==> src/hw/dcache_pkg.sv <==
`default_nettype none

package dcache_pkg;

    //////////////////////////////
    // address geometry
    //////////////////////////////

    // byte address width seen by the cpu
    parameter int ADDR_W   = 32;
    // one cache line holds four words
    parameter int LINE_W   = 128;
    parameter int WORD_W   = 32;
    // 256 lines, index taken from addr[11:4]
    parameter int INDEX_W  = 8;
    // word select inside a line, addr[3:2]
    parameter int OFFSET_W = 2;
    // remaining upper bits, addr[31:12]
    parameter int TAG_W    = 20;

    //////////////////////////////
    // plain vector types
    //////////////////////////////

    typedef logic [ADDR_W-1:0]     addr_t;
    typedef logic [WORD_W-1:0]     word_t;
    // one strobe bit per byte of a word
    typedef logic [WORD_W/8-1:0]   strobe_t;
    typedef logic [LINE_W-1:0]     line_t;
    typedef logic [INDEX_W-1:0]    index_t;
    typedef logic [OFFSET_W-1:0]   offset_t;
    typedef logic [TAG_W-1:0]      tag_t;

    //////////////////////////////
    // port structs
    //////////////////////////////

    // cpu request, 69 bits
    typedef struct packed {
        addr_t   addr;
        word_t   wdata;
        strobe_t strobe;
        logic    write;
    } cpu_req_t;

    // memory request, always a whole line, 161 bits
    // addr is line aligned, wdata only meaningful for writes
    typedef struct packed {
        addr_t addr;
        line_t wdata;
        logic  write;
    } mem_req_t;

    // one entry of the tag array, 22 bits
    typedef struct packed {
        logic valid;
        logic dirty;
        tag_t tag;
    } tag_entry_t;

endpackage

`default_nettype wire

==> src/hw/dcache_ctrl.sv <==
`timescale 1ns/100ps
`default_nettype none

module dcache_ctrl
    import dcache_pkg::*;
(
    input  logic     clk,
    input  logic     reset,

    // cpu side
    input  logic     req_valid,
    input  cpu_req_t req,
    output logic     req_ready,
    output logic     rsp_valid,
    output word_t    rsp_data,

    // memory side
    output logic     mem_req_valid,
    output mem_req_t mem_req,
    input  logic     mem_req_ready,
    input  logic     mem_rsp_valid,

    // tag store
    input  logic     hit,
    input  logic     dirty,
    input  tag_t     victim_tag,

    // line store
    input  line_t    line,
    input  word_t    word,

    // store controls
    output index_t   index,
    output tag_t     tag,
    output offset_t  offset,
    output logic     refill,
    output logic     mark_dirty,
    output logic     word_we,
    output logic     refill_we
);

    // byte within a word, addr[1:0]
    localparam int BYTE_W     = ADDR_W - TAG_W - INDEX_W - OFFSET_W;
    // low bits cleared for a line aligned address
    localparam int LINE_OFF_W = OFFSET_W + BYTE_W;

    typedef enum logic [1:0] {
        LOOKUP,
        WRITEBACK,
        REFILL_REQ,
        REFILL_WAIT
    } ctrl_state_t;

    ctrl_state_t state_q;
    ctrl_state_t state_d;

    // request transfer this cycle
    logic  accept;
    // line aligned addresses for the two memory requests
    addr_t wb_addr;
    addr_t fill_addr;

    //////////////////////////////
    // address split
    //////////////////////////////

    // cpu holds req steady during a miss, so fields stay put
    assign tag    = req.addr[ADDR_W-1 -: TAG_W];
    assign index  = req.addr[LINE_OFF_W +: INDEX_W];
    assign offset = req.addr[BYTE_W +: OFFSET_W];

    // victim line goes back where it came from
    assign wb_addr   = {victim_tag, index, {LINE_OFF_W{1'b0}}};
    assign fill_addr = {tag, index, {LINE_OFF_W{1'b0}}};

    //////////////////////////////
    // cpu handshake
    //////////////////////////////

    // only a hit in LOOKUP can complete
    assign req_ready = (state_q == LOOKUP) && hit;
    assign accept    = req_valid && req_ready;

    // store hit updates the word and marks the line dirty together
    assign word_we    = accept && req.write;
    assign mark_dirty = accept && req.write;

    //////////////////////////////
    // memory handshake
    //////////////////////////////

    assign mem_req_valid = (state_q == WRITEBACK) || (state_q == REFILL_REQ);

    // request built purely from state and stable inputs
    // so it holds until mem_req_ready
    assign mem_req.write = (state_q == WRITEBACK);
    assign mem_req.addr  = (state_q == WRITEBACK) ? wb_addr : fill_addr;
    assign mem_req.wdata = line;

    // refill data arrives straight into the stores
    assign refill    = (state_q == REFILL_WAIT) && mem_rsp_valid;
    assign refill_we = refill;

    //////////////////////////////
    // state machine
    //////////////////////////////

    always_comb
    begin
        state_d = state_q;
        case (state_q)
            LOOKUP:
            begin
                // miss, evict first if the old line was modified
                if (req_valid && !hit)
                begin
                    state_d = dirty ? WRITEBACK : REFILL_REQ;
                end
            end
            WRITEBACK:
            begin
                // write is done once memory takes it
                if (mem_req_ready)
                begin
                    state_d = REFILL_REQ;
                end
            end
            REFILL_REQ:
            begin
                if (mem_req_ready)
                begin
                    state_d = REFILL_WAIT;
                end
            end
            REFILL_WAIT:
            begin
                // line written this edge, request replays as a hit
                if (mem_rsp_valid)
                begin
                    state_d = LOOKUP;
                end
            end
            default:
            begin
                state_d = LOOKUP;
            end
        endcase
    end

    always_ff @(posedge clk)
    begin
        if (reset)
        begin
            state_q   <= LOOKUP;
            rsp_valid <= 1'b0;
        end
        else
        begin
            state_q   <= state_d;
            // one pulse per accepted request
            rsp_valid <= accept;
        end
    end

    // response word, undefined for stores
    always_ff @(posedge clk)
    begin
        if (accept)
        begin
            rsp_data <= word;
        end
    end

endmodule

`default_nettype wire

==> config.mk <==
export PLATFORM = sky130hd
export DESIGN_NAME = dcache_ctrl
export DESIGN_NICKNAME = d
export VERILOG_FILES = /design/src/hw/dcache_pkg.sv /design/src/hw/dcache_ctrl.sv
export SDC_FILE = /design/constraint.sdc
export NUM_CORES = 1
export LEC_CHECK = 0
export BUFFER_PORTS_ARGS = -buffer_cell sky130_fd_sc_hd__buf_2
export CORE_AREA = 8 8 183 185
export CTS_CLUSTER_DIAMETER = 30
export CTS_CLUSTER_SIZE = 12
export DETAILED_ROUTE_END_ITERATION = 10
export DIE_AREA = 0 0 191 193
export PLACE_DENSITY = 0.34
export SLEW_MARGIN = 20
export SYNTH_ARGS = -nofsm -noshare
export SYNTH_HDL_FRONTEND = slang
export SYNTH_SLANG_ARGS = --single-unit
==> constraint.sdc <==
create_clock -name clk -period 3.9 [get_ports clk]
set_input_delay 0.195 -clock clk [delete_from_list [all_inputs] [get_ports clk]]
set_output_delay 0.195 -clock clk [all_outputs]
set_load 0.1 [all_outputs]
==> flow_summary.yaml, run 1 <==
final_layout:
  area_growth_syn_to_layout_pct: 5.86
  layout_commonest_cell: "buf_2"
  finish.cell_count_without_fillers: 654
  number_of_inserted_diodes: 0
  nNetsFinal: 512
  proportion_of_layout_cells_with_a_drive_suffix_above_1_pct: 74.6
  nFillCells: 3565
  layout.cells.most_common_list: "buf_2 (159), edfxtp_1 (32), mux2_2 (20)"
grt:
  grt_util_all_layers_pct: 6.54
  total_congestion_overflow: 0
  wire_length_of_the_first_global_routing_pass_mm: 16.2
  antenna_violations_before_repair: 0
  vias_in_the_first_global_route: 1725
  grt_start_max_net_pins: 25
setup_path:
  worst-r2r-setup-slack_ps: 1890
  crit_slowest_cell: "ha_1"
  worst_setup_sp_type: "register"
  critPathBufInv: 3
  worst-setup-path-type: "register to output pin"
  cp.required_ps: 3700
  critPathLaunch: "state_q[1]"
  signal_arrival_time_at_the_worst_endpoint_ps: 2410
  max_stage_delay_ps: 770
  cp_top_family: "adder cells"
  chain_of_cells_forming_the_critical_path: "inv_1 > ha_1 > buf_4 > mux2_2 > buf_2"
  critPathCaptureType: "output pin"
  terminus_of_the_critical_flop_to_flop_path: "state_q[0]"
  reg2reg_depth: 5
  timing.critical_path.fanout_max: 19
  timing.rr.start: "state_q[1]"
power:
  power.ir.vdd_worst_v: 0.000183
  net_switching_share_of_the_total_power_pct: 58.0
  share_seq_of_total_power_pct: 22.2
  total_leakage_power_nw: 1.23
  power.switching_w: 0.00128
  clkPwrFrac_pct: 16.9
  power.combinational.fraction_pct: 60.9
  report.power.total_w: 0.00220
  power.density_nw_per_um2: 755
  cellInternalPower_w: 0.000926
logic_synthesis:
  yosys.cell_types.count: 18
  synth_cells: 254
  synth.yosys.warnings: 0
  synth_area_sq_um: 2760
  post_synth.cell_area_avg_sq_um: 10.9
  synth_seq_cells: 35
  seq_area_frac_synth_pct: 37.0
detailed_routing:
  drt_first_iter_violations: 27
  drt_pass1_iterations: 3
  detail_route.wirelength_mm: 13.1
  vias: 1589
  drt-vias-per-instance: 2.43
  wl_per_cell_um: 20.0
  met2WireLength_mm: 6.86
  antenna_violating_nets_left: 0
  route.met3.wl_mm: 2.45
  top_layer: "met5"
  met1_routed_wirelength_after_detailed_routing_mm: 3.19
  detail_route.drc_violations: 0
die:
  num_rows: 65
  io_pins: 486
  die-height_um: 193
  floorplan.initialDensity_pct: 8.94
  core_region_area_sq_um: 30800
  die_area_sq_um: 36900
  die_w_um: 191
timing:
  fin_crit_ps: 2600
  max_slew_margin_pct: 38.3
  grt_setup_unrepaired: "no"
  max_freq_ghz: 0.384
  clock-skew-final_ps: 2.02
  tightest_slew_ps: 925
  finalSetupViolations: 0
  timing.final.crit_share_pct: 66.8
  maxSlewViolCount: 0
  finalHoldViolations: 0
  tns_ps: 0
worst_hold_path:
  timing.hold.worst.start: "word[31]"
  hold_end: "rsp_data[31]"
  hold_depth: 1
  worst_hold_path_type: "primary input to register"
clocking:
  clock_tree.htree_level_count: 2
  cts_hold_buffers: 0
  cts_setup_buffers: 0
  num_cts_buffers: 5
  post_cts_resized: 0
  clk_pin_slew_worst_paths_ps: 50
  tritoncts_clock_tree: "done"
  cts_root_buffer: "clkbuf_16"
  clkSinkCount: 35
  clk_path_buf_depth: 2
  clkLatencyLatePin_ps: 270
outcome:
  outcome: "finished clean"
placed_design:
  dp.cells: 646
  io_buffer_count: 159
  hpwl_mm: 12.0
  place.gp.congestion: 0.640
run:
  timing.max_cap.violations: 0
## registers in the layout, summed over array words and instances, names as in the netlist
register and count:
state_q 2, rsp_valid 1, rsp_data 32
## per-layer routing
layer | vias up | GRT usage [%]
li1 | 641 | -
met3 | 57 | 5.11
met1 | 669 | 4.41
met5 | - | 1.10
met2 | 220 | 12.4
met4 | 2 | 3.19
## through the flow
stage	hold slack, ps	cell area, sq um	utilization, %	setup WS, ps
6_report	91.8	2920	9.47	1300
5_1_grt	80.5	2920	9.47	1120
4_1_cts	85.6	2920	9.47	1230
3_5_place_dp	374	2780	9.02	1550
3_3_place_gp	372	2780	9.02	1520
2_1_floorplan	267	2770	-	864
## cell usage after synthesis, drive strengths merged
library cell / count / share of area, %
nor2: 3 / 0.41
dfxtp: 3 / 2.2
a221oi: 1 / 0.95
conb: 1 / 0.14
nand2b: 2 / 0.45
and2: 3 / 0.68
edfxtp: 32 / 35
a211o: 1 / 0.32
buf: 174 / 47
o21ba: 1 / 0.36
mux2i: 2 / 0.73
ha: 5 / 2.3
mux2: 21 / 8.6
inv: 3 / 0.41
and3: 1 / 0.23
nor2b: 1 / 0.23
## final cells by class
class | count | area [sq um] | area share, %
Clock inverter | 1 | 5.00 | 0.172
Inverter | 3 | 11.3 | 0.386
Timing Repair Buffer | 161 | 811 | 27.8
Multi-Input combinational cell | 45 | 434 | 14.9
Clock buffer | 7 | 133 | 4.55
Sequential cell | 35 | 1020 | 35.0
Tap cell | 402 | 503 | 17.2
## power groups by stage
stage	registers (W)	clock network, W	logic (W)
floorplan	0.000814	0	0.00152
global placement	0.000497	0	0.00137
detailed placement	0.000498	0	0.00136
CTS	0.000490	0.000386	0.00136
global route	0.000494	0.000401	0.00139
finish	0.000489	0.000372	0.00134
## worst max-delay path by stage
| stage | to | slack, ps | depth (start not counted) |
|---|---|---|---|
| 2_1_floorplan | word_we | 860 | 5 |
| 6_report | mem_req[152] | 1300 | 5 |
| 5_1_grt | mem_req[151] | 1120 | 5 |
| 3_5_place_dp | mem_req[148] | 1550 | 4 |
| 4_1_cts | mem_req[148] | 1230 | 4 |
| 3_3_place_gp | mem_req[148] | 1520 | 4 |
## logic make-up (layout without fill, tap and decap cells)
family          Yosys count  in the layout  synth area share (%)
compound gates            3              3                  1.63
mux                      23             23                  9.31
simple gates             10             10                  2.00
flops                    35             35                  37.0
fa+ha+maj                 5              5                  2.27
other cells               1              4                 0.136
buf+inv                 177            172                  47.6
## worst reg2reg max path, delay by kind of cell (launching register included)
| family | cells | cell delay, ps |
|---|---|---|
| compound gates | 2 | 570 |
| fa+ha+maj | 1 | 510 |
| flops | 1 | 380 |
| mux | 1 | 340 |
| buf+inv | 1 | 100 |
Note: power is estimated with default switching activity, not from simulation.
==> run 2, diff against run 1 <==
CORE_AREA = 8 8 182 184   (was 8 8 183 185)
DIE_AREA = 0 0 190 192   (was 0 0 191 193)
clock period = 2.7 ns   (was 3.9 ns; I/O delays follow)
==> flow_summary.yaml, run 2 (same netlist as run 1, synthesis figures left out) <==
worst_hold_path:
  worst_hold_path_type: "primary input to register"
clocking:
  cts_setup_buffers: 0
  cts_hold_buffers: 0
  clkSinkCount: 35
  num_cts_buffers: 5
  clk_pin_slew_worst_paths_ps: 50
  tritoncts_clock_tree: "done"
  cts_root_buffer: "clkbuf_16"
  post_cts_resized: 0
  clock_tree.htree_level_count: 2
  clkLatencyLatePin_ps: 280
  clk_path_buf_depth: 2
die:
  floorplan.initialDensity_pct: 9.13
  die-height_um: 192
  die_w_um: 190
  num_rows: 64
  io_pins: 486
  die_area_sq_um: 36500
  core_region_area_sq_um: 30200
setup_path:
  worst_setup_sp_type: "register"
  max_stage_delay_ps: 380
  cp_top_family: "buffers and inverters"
  timing.critical_path.fanout_max: 20
  signal_arrival_time_at_the_worst_endpoint_ps: 1950
  crit_slowest_cell: "mux2_2"
  critPathCaptureType: "output pin"
  worst-setup-path-type: "register to output pin"
  chain_of_cells_forming_the_critical_path: "inv_1 > ha_1 > buf_4 > mux2_2 > buf_2"
  critPathBufInv: 3
  cp.required_ps: 2570
grt:
  wire_length_of_the_first_global_routing_pass_mm: 13.1
  antenna_violations_before_repair: 0
  total_congestion_overflow: 0
  vias_in_the_first_global_route: 1689
  grt_start_max_net_pins: 21
  grt_util_all_layers_pct: 4.99
timing:
  max_slew_margin_pct: 64.7
  fin_crit_ps: 2090
  finalSetupViolations: 0
  tns_ps: 0
  tightest_slew_ps: 534
  max_freq_ghz: 0.479
  grt_setup_unrepaired: "no"
  maxSlewViolCount: 0
  finalHoldViolations: 0
  clock-skew-final_ps: 2.02
  timing.final.crit_share_pct: 77.3
final_layout:
  layout_commonest_cell: "buf_2"
  finish.cell_count_without_fillers: 650
  nNetsFinal: 514
  largest_register_by_flop_count: "rsp_data"
  layout.cells.most_common_list: "buf_2 (157), edfxtp_1 (32), mux2_2 (20)"
  largestRegisters: "rsp_data: 32 flops, state_q: 2 flops, rsp_valid: 1 flops"
  nFillCells: 3478
  proportion_of_layout_cells_with_a_drive_suffix_above_1_pct: 76.0
  area_growth_syn_to_layout_pct: 8.40
  largest_reg_flops: 32
  number_of_inserted_diodes: 0
detailed_routing:
  drt-vias-per-instance: 2.40
  drt_pass1_iterations: 4
  wl_per_cell_um: 15.9
  antenna_violating_nets_left: 0
  drt_first_iter_violations: 30
  detail_route.drc_violations: 0
  vias: 1559
  detail_route.wirelength_mm: 10.3
placed_design:
  io_buffer_count: 159
  dp.cells: 642
  hpwl_mm: 9.37
  place.gp.congestion: 0.617
power:
  total_leakage_power_nw: 1.26
  power.ir.vdd_worst_v: 0.000238
  power.density_nw_per_um2: 1090
run:
  timing.max_cap.violations: 0
outcome:
  outcome: "finished clean"
==> run 2: cell types whose count changed in the layout (fill, tap and decap cells not counted), moves of 2 or more <==
cell | before | now
buf_2 | 159 | 157
buf_4 | 2 | 4
clkbuf_1 | 2 | 0
buf_12 | 0 | 2
==> run 2: final timing paths <==
kind              depth (start not counted)  startpoint  slack [ps]      endpoint
setup / recovery                          5  state_q[1]         610  mem_req[142]
hold / removal                            1    word[28]          30  rsp_data[28]
setup reg to reg                          6  state_q[1]         810    state_q[0]
hold reg to reg                           2  state_q[1]         520    state_q[1]
==> run 2: cell type report <==
type | instances | area [sq um] | area share, %
inverters | 3 | 11.3 | 0.377
clock buffers | 5 | 125 | 4.19
flip-flops and latches | 35 | 1020 | 34.2
well taps | 396 | 495 | 16.6
repair buffers | 163 | 856 | 28.6
clock inverters | 3 | 43.8 | 1.47
multi-input cells | 45 | 435 | 14.6
==> run 2: report_power, final <==
group / leakage [nW] / switching, W / total (W) / internal, W
clock: 0.0838 / 0.000214 / 0.000649 / 0.000435
sequential: 0.322 / 0.0000213 / 0.000705 / 0.000684
combinational: 0.859 / 0.00157 / 0.00189 / 0.000326
total: 1.26 / 0.00180 / 0.00325 / 0.00144
==> run 2: per-stage QoR <==
step / hold WS, ps / total power [W] / setup WS, ps / util, % / cell area (sq um)
after detailed placement: 271 / 0.00264 / 775 / 9.34 / 2820
after global routing: 19.2 / 0.00338 / 467 / 9.90 / 2990
after global placement: 271 / 0.00264 / 786 / 9.34 / 2820
final: 31.9 / 0.00325 / 612 / 9.90 / 2990
after floorplan: 207 / 0.00337 / 24.7 / - / 2770
after CTS: 19.0 / 0.00331 / 562 / 9.90 / 2990
==> run 2: routing by layer <==
metal  track usage, %  up-vias  wire [um]
met5            0.686        -          0
met4             3.49        0        602
met3             4.12       71       2000
met2             8.35      223       5090
met1             3.73      619       2640
li1                 -      646          -
==> run 2: worst register-to-register path, cell delays in order (launching register included) <==
cell      delay [ps]
dfxtp_1          380
inv_1            100
ha_1             250
buf_4            240
o21ba_1          250
a221oi_4         230
mux2_1           340
